===== src/source/rv_isa_pkg.sv =====
`default_nettype none

package rv_isa_pkg;

    localparam int XLEN           = 32;
    localparam int REG_ADDR_WIDTH = 5;

    // major opcodes
    localparam logic [6:0] OPC_LUI    = 7'b0110111;
    localparam logic [6:0] OPC_AUIPC  = 7'b0010111;
    localparam logic [6:0] OPC_JAL    = 7'b1101111;
    localparam logic [6:0] OPC_JALR   = 7'b1100111;
    localparam logic [6:0] OPC_BRANCH = 7'b1100011;
    localparam logic [6:0] OPC_LOAD   = 7'b0000011;
    localparam logic [6:0] OPC_STORE  = 7'b0100011;
    localparam logic [6:0] OPC_OP_IMM = 7'b0010011;
    localparam logic [6:0] OPC_OP     = 7'b0110011;

    localparam logic [2:0] F3_JALR = 3'b000;

    localparam logic [2:0] F3_BEQ  = 3'b000;
    localparam logic [2:0] F3_BNE  = 3'b001;
    localparam logic [2:0] F3_BLT  = 3'b100;
    localparam logic [2:0] F3_BGE  = 3'b101;
    localparam logic [2:0] F3_BLTU = 3'b110;
    localparam logic [2:0] F3_BGEU = 3'b111;

    localparam logic [2:0] F3_LB  = 3'b000;
    localparam logic [2:0] F3_LH  = 3'b001;
    localparam logic [2:0] F3_LW  = 3'b010;
    localparam logic [2:0] F3_LBU = 3'b100;
    localparam logic [2:0] F3_LHU = 3'b101;

    localparam logic [2:0] F3_SB = 3'b000;
    localparam logic [2:0] F3_SH = 3'b001;
    localparam logic [2:0] F3_SW = 3'b010;

    // alu funct3, shared by OP and OP-IMM
    localparam logic [2:0] F3_ADD  = 3'b000;
    localparam logic [2:0] F3_SLL  = 3'b001;
    localparam logic [2:0] F3_SLT  = 3'b010;
    localparam logic [2:0] F3_SLTU = 3'b011;
    localparam logic [2:0] F3_XOR  = 3'b100;
    localparam logic [2:0] F3_SR   = 3'b101;
    localparam logic [2:0] F3_OR   = 3'b110;
    localparam logic [2:0] F3_AND  = 3'b111;

    localparam logic [6:0] FUNCT7_ALT = 7'b0100000; // sub, sra

    localparam logic [XLEN-1:0] NOP_INSTR = 32'h0000_0013; // addi x0,x0,0

    typedef enum logic [5:0] {
        OP_NONE,
        OP_ADD, OP_SUB, OP_XOR, OP_OR, OP_AND,
        OP_SLL, OP_SRL, OP_SRA, OP_SLT, OP_SLTU,
        OP_ADDI, OP_XORI, OP_ORI, OP_ANDI,
        OP_SLLI, OP_SRLI, OP_SRAI, OP_SLTI, OP_SLTIU,
        OP_BEQ, OP_BNE, OP_BLT, OP_BGE, OP_BLTU, OP_BGEU,
        OP_JAL, OP_JALR, OP_LUI, OP_AUIPC,
        OP_LB, OP_LH, OP_LW, OP_LBU, OP_LHU,
        OP_SB, OP_SH, OP_SW
    } op_e;

endpackage

`default_nettype wire


===== src/source/rv_regfile.sv =====
`default_nettype none
`timescale 1ns/1ps

module rv_regfile (
    input  logic                                  clk,
    input  logic [rv_isa_pkg::REG_ADDR_WIDTH-1:0] i_rs1,
    input  logic [rv_isa_pkg::REG_ADDR_WIDTH-1:0] i_rs2,
    input  logic [rv_isa_pkg::REG_ADDR_WIDTH-1:0] i_rd,
    input  logic                                  i_we,
    input  logic [rv_isa_pkg::XLEN-1:0]           i_wdata,
    output logic [rv_isa_pkg::XLEN-1:0]           o_rs1_val,
    output logic [rv_isa_pkg::XLEN-1:0]           o_rs2_val
);
    import rv_isa_pkg::*;

    logic [XLEN-1:0] regs [1:31]; // x0 has no storage

    always_ff @(posedge clk) begin
        if (i_we && i_rd != '0) begin
            regs[i_rd] <= i_wdata;
        end
    end

    assign o_rs1_val = (i_rs1 == '0) ? '0 : regs[i_rs1];
    assign o_rs2_val = (i_rs2 == '0) ? '0 : regs[i_rs2];

    // a written register reads back on both ports one cycle later
    a_write_visible: assert property (@(posedge clk)
        (i_we && i_rd != '0) |=>
            ((i_rs1 != $past(i_rd) || o_rs1_val == $past(i_wdata)) &&
             (i_rs2 != $past(i_rd) || o_rs2_val == $past(i_wdata))));

endmodule

`default_nettype wire


===== config.mk =====
export PLATFORM = sky130hd
export DESIGN_NAME = rv_regfile
export DESIGN_NICKNAME = d
export VERILOG_FILES = /design/src/source/rv_isa_pkg.sv /design/src/source/rv_regfile.sv
export SDC_FILE = /design/constraint.sdc
export NUM_CORES = 1
export LEC_CHECK = 0
export ABC_AREA = 0
export BUFFER_PORTS_ARGS = -buffer_cell sky130_fd_sc_hd__buf_4
export CORE_MARGIN = 2
export CORE_UTILIZATION = 48
export CTS_BUF_LIST = sky130_fd_sc_hd__clkbuf_4 sky130_fd_sc_hd__clkbuf_8
export DETAILED_ROUTE_END_ITERATION = 12
export PLACE_DENSITY = 0.63
export SYNTH_ARGS = -nofsm -noshare
export SYNTH_HDL_FRONTEND = slang
export SYNTH_SLANG_ARGS = --single-unit

===== constraint.sdc =====
create_clock -name clk -period 2.6 [get_ports clk]
set_input_delay 0.13 -clock clk [delete_from_list [all_inputs] [get_ports clk]]
set_output_delay 0.13 -clock clk [all_outputs]
set_load 0.01 [all_outputs]

==> results_dict.tcl <==
set metrics [dict create \
    fin_ws_ns -0.236 \
    finalCriticalPeriod_ns 2.84 \
    postRouteAntennaNets 0 \
    drt_iter0_drc 3809 \
    async_reset_ff_frac 0 \
    power.total_mw 34.9 \
    worstHoldPathType "in -> reg" \
    htree_num_levels 4 \
    finalWirelength_microns 153000 \
    switching_share 0.243 \
    place.gp.congestion 0.869 \
    yosys_warnings 0 \
    yosysSeqAreaShare 0.641 \
    grt.total_usage 0.308 \
    critPathArrivalTime_ns 2.71 \
    worstSetupPathType "reg -> out" \
    vias 29700 \
    slew_headroom 0.454 \
    finalHoldViolations 0 \
    slew_violations 0 \
    largest_registers "regs: 992 flops" \
    die_x_microns 315 \
    cp.required_ns 2.47 \
    fin_area_sq_um 54900 \
    period_share 1.09 \
    synth_edf_count 992 \
    gr-total-overflow 0 \
    wl_per_cell_microns 35.1 \
    syn_inst 2593 \
    crit_fanout 2 \
    largest_register_ffs 992 \
    clk_pin_slew_ns 0.06 \
    antenna_found_initial 8 \
    core_sq_um 96300 \
    syn_nets 2642 \
    dieHeight_microns 315 \
    nFillCells 7276 \
    power.density_cell_area_nw_per_um2 636 \
    p_clk_frac 0.381 \
    yosysTopAreaCell "edfxtp_1" \
    clk_path_buf_depth 3 \
    layout-drive-gt1-share 0.362 \
    via_per_inst 6.82 \
    synth.ff_latch_count 992 \
    power_frac_comb 0.106 \
    grt_pass1_vias 29800 \
    end_kind "output pin" \
    synth_area_leaders "edfxtp_1 (64%), mux4_2 (16%), mux2i_1 (6.7%), a22oi_1 (1.5%), nor2_1 (0.92%)" \
    max_cap_viol_count 0 \
    vdd_ir_drop_max_v 0.000410 \
    cts_root_buf "clkbuf_8" \
    clock-sinks 992 \
    worst_pin_slew_ns 0.819 \
    die_area_sq_um 99400 \
    cts_tree "built" \
    power_frac_seq 0.512 \
    drc 0 \
    syn_area_sq_um 46500 \
    rsz0062_at_grt "yes" \
    largest_register "regs" \
    power.leakage_nw 18.7 \
    place_hpwl_microns 93900 \
    io_buffers 112 \
    syn_to_final_growth_pct 18.2 \
    cts_made_buffers 163 \
    internal_power_mw 26.4 \
    final-seq-area_sq_um 29800 \
    grt_max_degree 41 \
    setup_viol 42 \
    multi_input_area_sq_um 16400 \
    synth_most_common_cell "edfxtp_1" \
    yosys_most_used_dff "edfxtp_1" \
    switchingPower_mw 8.50 \
    num_rows 114 \
    pin_count 113 \
    synthDominantCellAreaShare 0.641 \
    netlist_top_cells_count "edfxtp_1 (992), mux4_2 (340), mux2i_1 (311)" \
    syn_avg_cell_area_sq_um 17.9 \
    status "complete, but fails checks" \
    start_util 0.483 \
    grt_pass1_wl_microns 215000 \
    violations "setup timing" \
    place_area_sq_um 50700 \
    fmax_ghz 0.353 \
    synthDistinctLibCells 38 \
    cp-start-kind "flop" \
    layout.nets 3016 \
    first_pass_iters 6 \
]
[cell families after synthesis]
logic type      Yosys count  share of synthesized area
simple gates            369                     0.0378
buf+inv                 204                     0.0239
mux                     695                      0.246
compound gates          333                     0.0520
flops                   992                      0.641
[layer usage]
layer / vias to the layer above / track usage / share of wire / wire length [microns]
met1: 15600 / 0.423 / 0.39 / 59000
met2: 2058 / 0.484 / 0.47 / 72600
met5: - / 0 / 0.00049 / 75
met4: 12 / 0.126 / 0.042 / 6430
li1: 11600 / - / - / -
met3: 385 / 0.0634 / 0.099 / 15200
[worst max-delay path: stages, from the launching register on]
cell and delay, ns:
edfxtp_1 0.39, mux4_2 0.47, nor2b_1 0.14, a211o_1 0.25, a311o_2 0.46, buf_6 0.16
[per-stage QoR]
step,setup slack [ns],utilization,hold WS [ns],instances,setup TNS (ns)
floorplan,0.0501,-,0.229,2593,0
global placement,0.139,0.526,0.531,4017,0
detailed placement,0.132,0.526,0.543,4017,0
CTS,-0.343,0.567,0.0131,4349,-7.85
global route,-0.323,0.571,0.0674,4360,-7.80
finish,-0.236,0.571,0.0815,4361,-5.00
[worst paths after layout]
path	from	to	slack, ns	cells after the start
max	regs[19][22]$_DFFE_PP_	o_rs1_val[22]	-0.24	5
min	i_rd[1]	regs[7][30]$_DFFE_PP_	0.08	4
[cell usage in the layout (no fill, tap or decap), drive strengths merged, types with 2 or more instances in the layout]
cell type,Yosys,routed
edfxtp,992,992
buf,115,375
mux4,350,350
mux2i,311,311
clkbuf,88,213
nor2,114,114
a22oi,94,94
nand2,86,86
a21oi,66,66
clkinv,0,52
nand3,51,51
a22o,46,46
dlygate4sd3,0,36
nor2b,36,36
and2,34,34
mux2,34,34
o21ai,32,32
a211o,31,31
a311o,31,31
a211oi,17,17
nand4,17,17
and3,15,15
a31oi,15,15
inv,1,11
nand3b,6,6
bufinv,0,4
diode,0,3
or3b,3,3
clkinvlp,0,2
nor3,2,2
nand2b,2,2
[power groups by stage]
stage	Sequential (mW)	Combinational (mW)	Clock, mW
2_1_floorplan	18.2	1.91	0
3_3_place_gp	18.2	3.41	0
3_5_place_dp	18.2	3.45	0
4_1_cts	17.9	3.63	13.5
5_1_grt	17.9	3.87	14.2
6_report	17.9	3.72	13.3
[area by class of cell]
type | instances | share of cell area
well taps | 1276 | 0.0291
clock buffers | 212 | 0.0476
multi-input cells | 1397 | 0.298
repair buffers | 412 | 0.0746
inverters | 1 | 0.0000683
clock inverters | 68 | 0.00849
flip-flops and latches | 992 | 0.542
diodes | 3 | 0.000137
[what timing repair did]
item	CTS	global route
resized for setup	93	57
setup buffers	16	10
hold endpoints to repair	996	0
pin swaps	87	32
hold buffers	36	0
endpoints found under the setup margin	55	55
No activity file was read; power rests on OpenSTA's default activity.
