$ cat config.mk
export PLATFORM = sky130hd
export DESIGN_NAME = rv_decoder
export DESIGN_NICKNAME = d
export VERILOG_FILES = /design/src/source/rv_isa_pkg.sv /design/src/source/rv_decoder.sv
export SDC_FILE = /design/constraint.sdc
export NUM_CORES = 1
export LEC_CHECK = 0
export BUFFER_PORTS_ARGS = -buffer_cell sky130_fd_sc_hd__buf_2
export CAP_MARGIN = 20
export CELL_PAD_IN_SITES_DETAIL_PLACEMENT = 2
export CELL_PAD_IN_SITES_GLOBAL_PLACEMENT = 2
export CORE_MARGIN = 3
export CORE_UTILIZATION = 20
export DETAILED_ROUTE_END_ITERATION = 10
export PLACE_DENSITY = 0.9
export SLEW_MARGIN = 25
export SYNTH_ARGS = -nofsm -noshare
export SYNTH_HDL_FRONTEND = slang
export SYNTH_SLANG_ARGS = --single-unit
$ cat constraint.sdc
create_clock -name vclk -period 2.8
set_clock_uncertainty 0.05 [all_clocks]
set_input_delay 0.56 -clock vclk [all_inputs]
set_output_delay 0.56 -clock vclk [all_outputs]
set_load 0.005 [all_outputs]
$ cat src/source/rv_isa_pkg.sv
`default_nettype none

package rv_isa_pkg;

    localparam int XLEN           = 32;
    localparam int REG_ADDR_WIDTH = 5;

    // major opcodes
    localparam logic [6:0] OPC_LUI    = 7'b0110111;
    localparam logic [6:0] OPC_AUIPC  = 7'b0010111;
    localparam logic [6:0] OPC_JAL    = 7'b1101111;
    localparam logic [6:0] OPC_JALR   = 7'b1100111;
    localparam logic [6:0] OPC_BRANCH = 7'b1100011;
    localparam logic [6:0] OPC_LOAD   = 7'b0000011;
    localparam logic [6:0] OPC_STORE  = 7'b0100011;
    localparam logic [6:0] OPC_OP_IMM = 7'b0010011;
    localparam logic [6:0] OPC_OP     = 7'b0110011;

    localparam logic [2:0] F3_JALR = 3'b000;

    localparam logic [2:0] F3_BEQ  = 3'b000;
    localparam logic [2:0] F3_BNE  = 3'b001;
    localparam logic [2:0] F3_BLT  = 3'b100;
    localparam logic [2:0] F3_BGE  = 3'b101;
    localparam logic [2:0] F3_BLTU = 3'b110;
    localparam logic [2:0] F3_BGEU = 3'b111;

    localparam logic [2:0] F3_LB  = 3'b000;
    localparam logic [2:0] F3_LH  = 3'b001;
    localparam logic [2:0] F3_LW  = 3'b010;
    localparam logic [2:0] F3_LBU = 3'b100;
    localparam logic [2:0] F3_LHU = 3'b101;

    localparam logic [2:0] F3_SB = 3'b000;
    localparam logic [2:0] F3_SH = 3'b001;
    localparam logic [2:0] F3_SW = 3'b010;

    // alu funct3, shared by OP and OP-IMM
    localparam logic [2:0] F3_ADD  = 3'b000;
    localparam logic [2:0] F3_SLL  = 3'b001;
    localparam logic [2:0] F3_SLT  = 3'b010;
    localparam logic [2:0] F3_SLTU = 3'b011;
    localparam logic [2:0] F3_XOR  = 3'b100;
    localparam logic [2:0] F3_SR   = 3'b101;
    localparam logic [2:0] F3_OR   = 3'b110;
    localparam logic [2:0] F3_AND  = 3'b111;

    localparam logic [6:0] FUNCT7_ALT = 7'b0100000; // sub, sra

    localparam logic [XLEN-1:0] NOP_INSTR = 32'h0000_0013; // addi x0,x0,0

    typedef enum logic [5:0] {
        OP_NONE,
        OP_ADD, OP_SUB, OP_XOR, OP_OR, OP_AND,
        OP_SLL, OP_SRL, OP_SRA, OP_SLT, OP_SLTU,
        OP_ADDI, OP_XORI, OP_ORI, OP_ANDI,
        OP_SLLI, OP_SRLI, OP_SRAI, OP_SLTI, OP_SLTIU,
        OP_BEQ, OP_BNE, OP_BLT, OP_BGE, OP_BLTU, OP_BGEU,
        OP_JAL, OP_JALR, OP_LUI, OP_AUIPC,
        OP_LB, OP_LH, OP_LW, OP_LBU, OP_LHU,
        OP_SB, OP_SH, OP_SW
    } op_e;

endpackage

`default_nettype wire

$ cat src/source/rv_decoder.sv
`default_nettype none
`timescale 1ns/1ps

module rv_decoder (
    input  logic [rv_isa_pkg::XLEN-1:0]           i_instr,
    output rv_isa_pkg::op_e                       o_op,
    output logic [rv_isa_pkg::REG_ADDR_WIDTH-1:0] o_rd,
    output logic [rv_isa_pkg::REG_ADDR_WIDTH-1:0] o_rs1,
    output logic [rv_isa_pkg::REG_ADDR_WIDTH-1:0] o_rs2,
    output logic [rv_isa_pkg::XLEN-1:0]           o_imm
);
    import rv_isa_pkg::*;

    logic [6:0] opcode;
    logic [2:0] funct3;
    logic [6:0] funct7;
    logic [XLEN-1:0] imm_i;
    logic [XLEN-1:0] imm_s;
    logic [XLEN-1:0] imm_b;
    logic [XLEN-1:0] imm_u;
    logic [XLEN-1:0] imm_j;

    assign opcode = i_instr[6:0];
    assign funct3 = i_instr[14:12];
    assign funct7 = i_instr[31:25];
    assign o_rd   = i_instr[11:7];
    assign o_rs1  = i_instr[19:15];
    assign o_rs2  = i_instr[24:20];

    assign imm_i = {{20{i_instr[31]}}, i_instr[31:20]};
    assign imm_s = {{20{i_instr[31]}}, i_instr[31:25], i_instr[11:7]};
    assign imm_b = {{19{i_instr[31]}}, i_instr[31], i_instr[7], i_instr[30:25],
                    i_instr[11:8], 1'b0};
    assign imm_u = {i_instr[31:12], 12'h000};
    assign imm_j = {{11{i_instr[31]}}, i_instr[31], i_instr[19:12], i_instr[20],
                    i_instr[30:21], 1'b0};

    always_comb begin
        case (opcode)
            OPC_LUI, OPC_AUIPC: o_imm = imm_u;
            OPC_JAL:            o_imm = imm_j;
            OPC_BRANCH:         o_imm = imm_b;
            OPC_STORE:          o_imm = imm_s;
            default:            o_imm = imm_i; // shifts take shamt from imm[4:0]
        endcase
    end

    always_comb begin
        o_op = OP_NONE;
        case (opcode)
            OPC_LUI:   o_op = OP_LUI;
            OPC_AUIPC: o_op = OP_AUIPC;
            OPC_JAL:   o_op = OP_JAL;
            OPC_JALR:  if (funct3 == F3_JALR) o_op = OP_JALR;
            OPC_BRANCH: begin
                case (funct3)
                    F3_BEQ:  o_op = OP_BEQ;
                    F3_BNE:  o_op = OP_BNE;
                    F3_BLT:  o_op = OP_BLT;
                    F3_BGE:  o_op = OP_BGE;
                    F3_BLTU: o_op = OP_BLTU;
                    F3_BGEU: o_op = OP_BGEU;
                    default: o_op = OP_NONE;
                endcase
            end
            OPC_LOAD: begin
                case (funct3)
                    F3_LB:   o_op = OP_LB;
                    F3_LH:   o_op = OP_LH;
                    F3_LW:   o_op = OP_LW;
                    F3_LBU:  o_op = OP_LBU;
                    F3_LHU:  o_op = OP_LHU;
                    default: o_op = OP_NONE;
                endcase
            end
            OPC_STORE: begin
                case (funct3)
                    F3_SB:   o_op = OP_SB;
                    F3_SH:   o_op = OP_SH;
                    F3_SW:   o_op = OP_SW;
                    default: o_op = OP_NONE;
                endcase
            end
            OPC_OP_IMM: begin
                case (funct3)
                    F3_ADD:  o_op = OP_ADDI;
                    F3_SLT:  o_op = OP_SLTI;
                    F3_SLTU: o_op = OP_SLTIU;
                    F3_XOR:  o_op = OP_XORI;
                    F3_OR:   o_op = OP_ORI;
                    F3_AND:  o_op = OP_ANDI;
                    F3_SLL:  if (funct7 == 7'b0) o_op = OP_SLLI;
                    F3_SR: begin
                        if (funct7 == 7'b0)            o_op = OP_SRLI;
                        else if (funct7 == FUNCT7_ALT) o_op = OP_SRAI;
                    end
                    default: o_op = OP_NONE;
                endcase
            end
            OPC_OP: begin
                if (funct7 == 7'b0) begin
                    case (funct3)
                        F3_ADD:  o_op = OP_ADD;
                        F3_SLL:  o_op = OP_SLL;
                        F3_SLT:  o_op = OP_SLT;
                        F3_SLTU: o_op = OP_SLTU;
                        F3_XOR:  o_op = OP_XOR;
                        F3_SR:   o_op = OP_SRL;
                        F3_OR:   o_op = OP_OR;
                        default: o_op = OP_AND;
                    endcase
                end else if (funct7 == FUNCT7_ALT) begin
                    if (funct3 == F3_ADD)     o_op = OP_SUB;
                    else if (funct3 == F3_SR) o_op = OP_SRA;
                end
            end
            default: o_op = OP_NONE; // unknown acts as nop
        endcase
    end

endmodule

`default_nettype wire

==> results.rst, run 1 <==
.. list-table::
   :header-rows: 1

   * - Metric
     - Value
   * - Via count normalized by instance count
     - slightly below 5
   * - Relative contribution of sequential cells to total power
     - 0
   * - Fraction of the cycle the final worst path needs
     - 0.932
   * - DRC
     - 0
   * - Relative max-transition margin
     - 0.714
   * - Switching share of power
     - 0.537
   * - Max-Cap Viols
     - 0
   * - Logic gate share of total power
     - 1.000
   * - Maximum fanout along the worst path
     - 15
   * - Total routing resource utilization after global routing
     - 0.145
   * - Share of synthesized area occupied by flip-flops and latches
     - 0
   * - Destination of the worst hold path
     - o_rs1[1]
   * - Hold/Removal Path Class
     - input pin to output pin
   * - Leakage power of the design
     - between 0.7 and 0.8 nW
   * - Global-route wire length before repair
     - 7530 µm
   * - Endpoint arrival time on the critical path
     - roughly 2000 ps
   * - Instance count along the most critical hold path
     - 2
   * - Number of clock buffer instances in the layout
     - 0
   * - Vias post-DR
     - 1,409
   * - Summed area of non-filler cells in the final layout
     - approximately 1400 µm²
   * - Cell accounting for the most synthesized area
     - sky130_fd_sc_hd__a21o_1
   * - N_diodes
     - 0
   * - Distinct cell type count of the synthesized netlist
     - 47
   * - Gr ovfl total
     - 0
   * - Area after DPL
     - roughly 1400 µm²
   * - Number of routed nets with antenna violations
     - 0
   * - Cell types occupying the most area after synthesis
     - sky130_fd_sc_hd__a21o_1 (14%), sky130_fd_sc_hd__buf_4 (12%), sky130_fd_sc_hd__nor2b_1 (6.6%)
   * - Number of flip-flops and latches
     - 0
   * - Number of placed I/O pins
     - 85
   * - Initial cell density of the core
     - 0.213
   * - WL final
     - approximately 4600 µm
   * - Synth warnings
     - 0
   * - Net count of the finished layout
     - ~250
   * - Result of the run
     - finished clean
   * - Required time reported for the critical path endpoint
     - around 2200 ps
   * - Number of buffers inserted by port buffering
     - 85
   * - Ratio of cells with drive above 1 in the final layout
     - 0.457
   * - Floorplan Core Area
     - slightly below 5000 µm²
   * - Clock group share of total power
     - 0
   * - Internal power
     - 83.2 µW
   * - Placed instance count
     - 286
   * - Hold Slack
     - roughly 1300 ps
   * - Transition time at the pin with the least slew margin
     - between 400 and 500 ps
   * - Count of placed standard cells in the final layout, fillers left out
     - around 290
   * - # fillers
     - between 600 and 700
   * - Initial antenna violation count
     - 0
   * - Half-perimeter wire length after placement
     - ~3800 µm
   * - Mean instance size in the synthesized netlist
     - 6.61 µm²
   * - Number of failing setup endpoints in the final timing report
     - 0
   * - DRC marker count from the first detailed-route iteration
     - between 40 and 50
   * - # rows
     - 25
   * - Via count of the first global-routing pass
     - about 1.4k
   * - Pre-antenna DRT Iters
     - 4
   * - Hold Violations, Final
     - 0
   * - Synthesis-to-finish area growth
     - 37.0%
   * - Max-slew violation count
     - 0
   * - RSZ-0062 raised after global routing
     - false
   * - Setup TNS after final layout
     - 0 ps
   * - Seq. cell area
     - 0 µm²
   * - Power Density
     - about 130 nW/µm²
   * - Vert. Die Dim
     - 78.1 µm
   * - Critical path start-end classification
     - input pin to output pin
   * - Total design power
     - around 180 µW
   * - Number of nets produced by synthesis
     - 189
   * - Start point of the worst hold path
     - i_instr[16]
   * - Commonest non-fill, non-tap cells in the layout
     - sky130_fd_sc_hd__buf_2 (85), sky130_fd_sc_hd__a21o_1 (20), sky130_fd_sc_hd__nand2_1 (12)
   * - Startpoint type of the worst setup path
     - input pin
   * - Routability-driven placement congestion ratio
     - 0.798
   * - Pin count of the biggest net entering global routing
     - 19
   * - Netlist area before placement
     - around 1000 µm²
   * - Max Fclk
     - 0.383 GHz
   * - Die W
     - about 80 µm
   * - Crit end category
     - output pin
   * - Peak VDD IR
     - ~0.037 mV
   * - Count of hold buffers inserted by post-cts repair
     - 0
   * - P_sw
     - between 90 and 100 µW
   * - Number of setup buffers added after CTS
     - 0
   * - Commonest non-fill, non-tap cell in the layout
     - sky130_fd_sc_hd__buf_2
   * - Average wire per cell in the routed design
     - 16.2 µm
   * - Number of instances in the synthesized netlist
     - between 150 and 200
   * - Min Tclk post-route
     - between 2000 and 3000 ps
   * - Total die area
     - 6090 µm²
   * - Fraction of synthesized cell area taken by the top area cell type
     - 0.145
-- through the flow --
step / utilization / setup slack [ps]
after floorplan: - / 589
after global placement: 0.290 / 107
after detailed placement: 0.290 / 69.5
after CTS: 0.290 / 66.2
after global routing: 0.292 / 33.9
final: 0.292 / 191
-- routing by layer --
layer / GRT usage / up-vias / wire, µm
li1: - / 695 / -
met1: 0.196 / 676 / 2110
met2: 0.265 / 38 / 2290
met3: 0.0126 / 0 / 227
met4: 0 / 0 / 0
met5: 0 / - / 0
-- logic make-up after synthesis --
group                     count (synthesis)  share of synthesized area
xor gates and xnor gates                  1                    0.00844
and+or+nand+nor                          63                      0.361
muxes                                     3                     0.0289
AOI/OAI and AO/OA                        58                      0.411
buffers and inverters                    32                      0.190
-- cell type report --
type,count,area (µm²),share of cell area
inverters,1,3.75,0.00264
multi-input cells,125,850,0.597
well taps,67,83.8,0.0589
repair buffers,93,485,0.341
-- worst max path at each step --
stage | startpoint | endpoint | slack (ps)
2_1_floorplan | i_instr[5] | o_imm[12] | 590
3_3_place_gp | i_instr[26] | o_op[0] | 110
3_5_place_dp | i_instr[6] | o_imm[11] | 70
4_1_cts | i_instr[6] | o_imm[11] | 70
5_1_grt | i_instr[6] | o_op[4] | 30
6_report | i_instr[6] | o_op[3] | 190
-- cells in the mapped netlist, types with 2 or more instances --
library cell	instances
sky130_fd_sc_hd__a2111oi_0	2
sky130_fd_sc_hd__nand3b_1	3
sky130_fd_sc_hd__a31oi_1	2
sky130_fd_sc_hd__mux2i_1	3
sky130_fd_sc_hd__o32ai_1	2
sky130_fd_sc_hd__nor2_1	9
sky130_fd_sc_hd__and2_1	2
sky130_fd_sc_hd__nand3_1	2
sky130_fd_sc_hd__buf_2	13
sky130_fd_sc_hd__nand2b_1	4
sky130_fd_sc_hd__a2bb2oi_1	2
sky130_fd_sc_hd__nor4_1	6
sky130_fd_sc_hd__nor3_1	2
sky130_fd_sc_hd__o21ai_0	7
sky130_fd_sc_hd__a22o_1	4
sky130_fd_sc_hd__and3_1	2
sky130_fd_sc_hd__a22oi_1	2
sky130_fd_sc_hd__buf_4	16
sky130_fd_sc_hd__nand2_1	12
sky130_fd_sc_hd__nor2b_1	11
sky130_fd_sc_hd__a21o_1	20
sky130_fd_sc_hd__a21oi_1	6
-- critical path: stages --
cell and delay, ps:
sky130_fd_sc_hd__buf_2 190, sky130_fd_sc_hd__nand2b_1 230, sky130_fd_sc_hd__nor2_1 360, sky130_fd_sc_hd__nand2_1 140
sky130_fd_sc_hd__o311ai_1 330, sky130_fd_sc_hd__buf_2 170
-- power by group through the flow --
stage / clock network (mW) / logic (mW) / registers (mW)
2_1_floorplan: 0 / 0.107 / 0
3_3_place_gp: 0 / 0.174 / 0
3_5_place_dp: 0 / 0.181 / 0
4_1_cts: 0 / 0.181 / 0
5_1_grt: 0 / 0.200 / 0
6_report: 0 / 0.180 / 0
-- repair_timing --
| action | 4_1_cts | 5_1_grt |
|---|---|---|
| endpoints found under the setup margin | 0 | 3 |
| gates resized for setup | 0 | 2 |
| hold endpoints to repair | 0 | 0 |
Power figures use the tool's default switching activity.
==> run 2: changes to the inputs <==
--- a/config.mk
+++ b/config.mk
@@ -7,13 +7,13 @@
 export LEC_CHECK = 0
 export BUFFER_PORTS_ARGS = -buffer_cell sky130_fd_sc_hd__buf_2
 export CAP_MARGIN = 20
-export CELL_PAD_IN_SITES_DETAIL_PLACEMENT = 2
+export CELL_PAD_IN_SITES_DETAIL_PLACEMENT = 0
 export CELL_PAD_IN_SITES_GLOBAL_PLACEMENT = 2
 export CORE_MARGIN = 3
 export CORE_UTILIZATION = 20
 export DETAILED_ROUTE_END_ITERATION = 10
 export PLACE_DENSITY = 0.9
-export SLEW_MARGIN = 25
+export SLEW_MARGIN = 30
 export SYNTH_ARGS = -nofsm -noshare
 export SYNTH_HDL_FRONTEND = slang
 export SYNTH_SLANG_ARGS = --single-unit
==> results.rst, run 2 (synthesis results as in run 1) <==
.. list-table::
   :header-rows: 1

   * - Metric
     - Value
   * - Cells along the critical path
     - buf_2, and2_1, a21o_1, a211o_1, a41oi_1, o311ai_0, buf_2 (was buf_2, nand2b_1, nor2_1, nand2_1, o311ai_1, buf_2)
   * - Fraction of the cycle the final worst path needs
     - 0.913 (was 0.932)
   * - Final critical-path setup slack
     - 243 ps (was 191 ps)
   * - Total routing resource utilization after global routing
     - 0.116 (was 0.145)
   * - Crit-path max cell delay
     - 290 ps (was 360 ps)
   * - DRC
     - 0 (unchanged)
   * - Floorplan Core Area
     - 4880 µm² (unchanged)
   * - Max-slew violation count
     - 0 (unchanged)
   * - Number of clock buffer instances in the layout
     - 0 (unchanged)
   * - Global-route wire length before repair
     - 6100 µm (was 7530 µm)
   * - Count of hold buffers inserted by post-cts repair
     - 0 (unchanged)
   * - Most frequent cell on the critical path
     - sky130_fd_sc_hd__buf_2 (unchanged)
   * - # rows
     - 25 (unchanged)
   * - Power Density
     - 122 nW/µm² (was 126 nW/µm²)
   * - Number of flip-flops and latches
     - 0 (unchanged)
   * - Transition time at the pin with the least slew margin
     - 386 ps (was 428 ps)
   * - Pre-antenna DRT Iters
     - 4 (unchanged)
   * - Commonest non-fill, non-tap cells in the layout
     - sky130_fd_sc_hd__buf_2 (85), sky130_fd_sc_hd__a21o_1 (20), sky130_fd_sc_hd__nand2_1 (12) (unchanged)
   * - RSZ-0062 raised after global routing
     - false (unchanged)
   * - Net count of the finished layout
     - 253 (unchanged)
   * - Die W
     - 78.1 µm (unchanged)
   * - Synthesis-to-finish area growth
     - 37.0% (unchanged)
   * - Startpoint type of the worst setup path
     - input pin (unchanged)
   * - Hold/Removal Path Class
     - input pin to output pin (unchanged)
   * - Number of buffers inserted by port buffering
     - 85 (unchanged)
   * - Maximum fanout along the worst path
     - 16 (was 15)
   * - Critical path start-end classification
     - input pin to output pin (unchanged)
   * - Average wire per cell in the routed design
     - 13.4 µm (was 16.2 µm)
   * - Relative max-transition margin
     - 0.736 (was 0.714)
   * - Pin count of the biggest net entering global routing
     - 19 (unchanged)
   * - Post-placement setup slack
     - 159 ps (was 69.5 ps)
   * - Required time reported for the critical path endpoint
     - 2190 ps (about the same)
   * - Initial cell density of the core
     - 0.213 (unchanged)
   * - Half-perimeter wire length after placement
     - 3090 µm (was 3840 µm)
   * - Setup TNS after final layout
     - 0 ps (unchanged)
   * - Leakage power of the design
     - 0.745 nW (unchanged)
   * - Number of routed nets with antenna violations
     - 0 (unchanged)
   * - Total die area
     - 6090 µm² (unchanged)
   * - Ratio of cells with drive above 1 in the final layout
     - 0.457 (unchanged)
   * - Via count of the first global-routing pass
     - 1,274 (was 1,444)
   * - Number of failing setup endpoints in the final timing report
     - 0 (unchanged)
   * - Vert. Die Dim
     - 78.1 µm (unchanged)
   * - N_diodes
     - 0 (unchanged)
   * - Critical path buffer and inverter count
     - 2 (unchanged)
   * - Endpoint arrival time on the critical path
     - 1950 ps (was 2000 ps)
   * - Post-cts gate resize count
     - 0 (unchanged)
   * - Result of the run
     - finished clean (unchanged)
   * - Number of setup buffers added after CTS
     - 0 (unchanged)
   * - Number of placed I/O pins
     - 85 (unchanged)
   * - DRC marker count from the first detailed-route iteration
     - 104 (was 49)
   * - Min Tclk post-route
     - 2560 ps (was 2610 ps)
   * - Hold Violations, Final
     - 0 (unchanged)
   * - Peak VDD IR
     - 0.0311 mV (was 0.0375 mV)
   * - Commonest non-fill, non-tap cell in the layout
     - sky130_fd_sc_hd__buf_2 (unchanged)
   * - Initial antenna violation count
     - 0 (unchanged)
   * - Max Fclk
     - 0.391 GHz (was 0.383 GHz)
   * - Vias post-DR
     - 1,401 (was 1,409)
   * - Routability-driven placement congestion ratio
     - 0.798 (unchanged)
   * - Max-Cap Viols
     - 0 (unchanged)
   * - Slowest stage cell on the critical path
     - sky130_fd_sc_hd__a211o_1 (was sky130_fd_sc_hd__nor2_1)
   * - Via count normalized by instance count
     - 4.90 (was 4.93)
   * - WL final
     - 3840 µm (was 4630 µm)
   * - Gr ovfl total
     - 0 (unchanged)
   * - Largest delay share family, worst path
     - compound AO/OA/AOI/OAI gates (was simple AND/OR/NAND/NOR gates)
   * - Crit end category
     - output pin (unchanged)
   * - Seq. cell area
     - 0 µm² (unchanged)
## run 2: cell counts in the layout (fill, tap and decap cells not counted)
Identical to the previous run, type by type.
## run 2: path summary, 6_finish.rpt
path	start	endpoint	slack (ps)	cells past startpoint
worst min-delay path	i_instr[16]	o_rs1[1]	1250	2
worst max-delay path	i_instr[14]	o_op[0]	240	7
## run 2: per-stage QoR
stage	instances	instance area, µm²	utilization	power, mW	hold slack (ps)
after floorplan	157	1040	-	0.107	1150
after global placement	286	1410	0.290	0.174	1250
after detailed placement	286	1410	0.290	0.174	1250
after CTS	286	1410	0.290	0.174	1250
after global routing	286	1420	0.292	0.194	1250
final	286	1420	0.292	0.174	1250
## run 2: layout make-up
| cell class | instances | area [µm²] |
|---|---|---|
| Multi-Input combinational cell | 125 | 850 |
| Tap cell | 67 | 83.8 |
| Timing Repair Buffer | 93 | 485 |
| Fill cell | 569 | 3460 |
| Inverter | 1 | 3.75 |
## run 2: power breakdown
| part | switching [mW] | total (mW) | internal [mW] |
|---|---|---|---|
| registers | 0 | 0 | 0 |
| logic | 0.0908 | 0.174 | 0.0831 |
| clock network | 0 | 0 | 0 |
## run 2: per-layer routing
layer | wire length, µm | GRT usage | vias to the layer above
met2 | 1780 | 0.198 | 64
met4 | 0 | 0.00350 | 0
met3 | 330 | 0.0161 | 0
li1 | - | - | 695
met5 | 0 | 0 | -
met1 | 1730 | 0.163 | 642
==> run 3: changes to the inputs <==
--- a/config.mk
+++ b/config.mk
@@ -13,6 +13,7 @@
 export CORE_UTILIZATION = 20
 export DETAILED_ROUTE_END_ITERATION = 10
 export PLACE_DENSITY = 0.9
+export RECOVER_POWER = 50
 export SLEW_MARGIN = 30
 export SYNTH_ARGS = -nofsm -noshare
 export SYNTH_HDL_FRONTEND = slang
==> results.rst, run 3 (synthesis results as in run 1) <==
.. list-table::
   :header-rows: 1

   * - Metric
     - Value
   * - Initial antenna violation count
     - 0 (unchanged)
   * - Via count of the first global-routing pass
     - 1,274 (unchanged)
   * - Internal power
     - 80.0 µW (was 83.1 µW)
   * - Routability-driven placement congestion ratio
     - 0.798 (unchanged)
   * - # rows
     - 25 (unchanged)
   * - Gr ovfl total
     - 0 (unchanged)
   * - Setup TNS after final layout
     - 0 ps (unchanged)
   * - DRC marker count from the first detailed-route iteration
     - 77 (was 104)
   * - Total routing resource utilization after global routing
     - 0.116 (unchanged)
   * - Total die area
     - 6090 µm² (unchanged)
   * - Average wire per cell in the routed design
     - 13.5 µm (was 13.4 µm)
   * - WL final
     - 3860 µm (was 3840 µm)
   * - Commonest non-fill, non-tap cell in the layout
     - sky130_fd_sc_hd__buf_2 (unchanged)
   * - Maximum fanout along the worst path
     - 9 (was 16)
   * - Hold Violations, Final
     - 0 (unchanged)
   * - Floorplan Core Area
     - 4880 µm² (unchanged)
   * - Max Fclk
     - 0.386 GHz (was 0.391 GHz)
   * - Logic gate share of total power
     - 1.000 (about the same)
   * - Result of the run
     - finished clean (unchanged)
   * - Critical path start-end classification
     - input pin to output pin (unchanged)
   * - RSZ-0062 raised after global routing
     - false (unchanged)
   * - Max-Cap Viols
     - 0 (unchanged)
   * - P_sw
     - 90.7 µW (was 90.8 µW)
   * - Number of failing setup endpoints in the final timing report
     - 0 (unchanged)
   * - Pin count of the biggest net entering global routing
     - 19 (unchanged)
   * - Required time reported for the critical path endpoint
     - 2190 ps (about the same)
   * - Count of placed standard cells in the final layout, fillers left out
     - 286 (unchanged)
   * - Hold/Removal Path Class
     - input pin to output pin (unchanged)
   * - Via count normalized by instance count
     - 4.83 (was 4.90)
   * - DRC
     - 0 (unchanged)
   * - Vert. Die Dim
     - 78.1 µm (unchanged)
   * - Count of hold buffers inserted by post-cts repair
     - 0 (unchanged)
   * - Min Tclk post-route
     - 2590 ps (was 2560 ps)
   * - Total area of multi-input combinational cells
     - 842 µm² (was 850 µm²)
   * - Synthesis-to-finish area growth
     - 34.3% (was 37.0%)
   * - Fraction of the cycle the final worst path needs
     - 0.924 (was 0.913)
   * - Number of buffers inserted by port buffering
     - 85 (unchanged)
   * - Net count of the finished layout
     - 253 (unchanged)
   * - Initial cell density of the core
     - 0.213 (unchanged)
   * - Max-slew violation count
     - 0 (unchanged)
   * - Number of flip-flops and latches
     - 0 (unchanged)
   * - Placed instance count
     - 286 (unchanged)
   * - Die W
     - 78.1 µm (unchanged)
   * - Seq. cell area
     - 0 µm² (unchanged)
   * - Number of clock buffer instances in the layout
     - 0 (unchanged)
   * - Number of setup buffers added after CTS
     - 0 (unchanged)
   * - Number of routed nets with antenna violations
     - 0 (unchanged)
   * - Ratio of cells with drive above 1 in the final layout
     - 0.388 (was 0.457)
   * - Number of placed I/O pins
     - 85 (unchanged)
   * - Pre-antenna DRT Iters
     - 4 (unchanged)
   * - Leakage power of the design
     - 0.705 nW (was 0.745 nW)
   * - Half-perimeter wire length after placement
     - 3090 µm (unchanged)
   * - Relative contribution of sequential cells to total power
     - 0 (about the same)
   * - Endpoint arrival time on the critical path
     - 1980 ps (was 1950 ps)
   * - Global-route wire length before repair
     - 6100 µm (unchanged)
   * - # fillers
     - 573 (was 569)
   * - Relative max-transition margin
     - 0.736 (about the same)
   * - Commonest non-fill, non-tap cells in the layout
     - sky130_fd_sc_hd__buf_2 (70), sky130_fd_sc_hd__a21o_1 (20), sky130_fd_sc_hd__clkbuf_1 (13) (was sky130_fd_sc_hd__buf_2 (85), sky130_fd_sc_hd__a21o_1 (20), sky130_fd_sc_hd__nand2_1 (12))
   * - N_diodes
     - 0 (unchanged)
   * - Power Density
     - 122 nW/µm² (about the same)
   * - Transition time at the pin with the least slew margin
     - 386 ps (about the same)
   * - Crit end category
     - output pin (unchanged)
   * - Switching share of power
     - 0.531 (was 0.522)
   * - Startpoint type of the worst setup path
     - input pin (unchanged)
   * - Clock group share of total power
     - 0 (about the same)
   * - Peak VDD IR
     - 0.0312 mV (was 0.0311 mV)
   * - Vias post-DR
     - 1,381 (was 1,401)
==> run 3: cell type report <==
cell class,count,share of cell area
Inverter,1,0.00269
Multi-Input combinational cell,125,0.604
Tap cell,67,0.0601
Timing Repair Buffer,93,0.334
==> run 3: final timing paths <==
kind / startpoint / endpoint / slack, ps / cells past startpoint
hold / removal: i_instr[16] / o_rs1[1] / 1250 / 2
setup / recovery: i_instr[3] / o_op[2] / 210 / 7
==> run 3: through the flow <==
stage / worst slack [ps] / power (mW) / hold slack (ps) / instance area (µm²) / util
final: 212 / 0.171 / 1250 / 1400 / 0.286
after global routing: 55.7 / 0.191 / 1250 / 1400 / 0.286
after CTS: 158 / 0.174 / 1250 / 1410 / 0.290
after detailed placement: 159 / 0.174 / 1250 / 1410 / 0.290
after global placement: 107 / 0.174 / 1250 / 1410 / 0.290
after floorplan: 589 / 0.107 / 1150 / 1040 / -
==> run 3: repair_timing <==
action                                 CTS  global route
setup endpoints to repair                0             2
endpoints found under the hold margin    0             0
gates resized for setup                  0             2
==> run 3: worst max-delay path, stage by stage <==
cell and delay [ps]:
sky130_fd_sc_hd__clkbuf_1 170, sky130_fd_sc_hd__nand4bb_1 330, sky130_fd_sc_hd__buf_4 220, sky130_fd_sc_hd__a2111oi_0 360
sky130_fd_sc_hd__nor4_1 70, sky130_fd_sc_hd__o21ai_0 110, sky130_fd_sc_hd__buf_2 160
==> run 3: routing by layer <==
metal  part of all wire  up-vias  global-route usage
met5                  0        -                   0
met4                  0        0             0.00350
met3              0.082        0              0.0161
met2               0.46       59               0.198
met1               0.46      626               0.163
li1                   -      696                   -
==> run 3: power groups by stage <==
stage	sequential [mW]	combinational, mW	clock, mW
floorplan	0	0.107	0
global placement	0	0.174	0
detailed placement	0	0.174	0
CTS	0	0.174	0
global route	0	0.191	0
finish	0	0.171	0
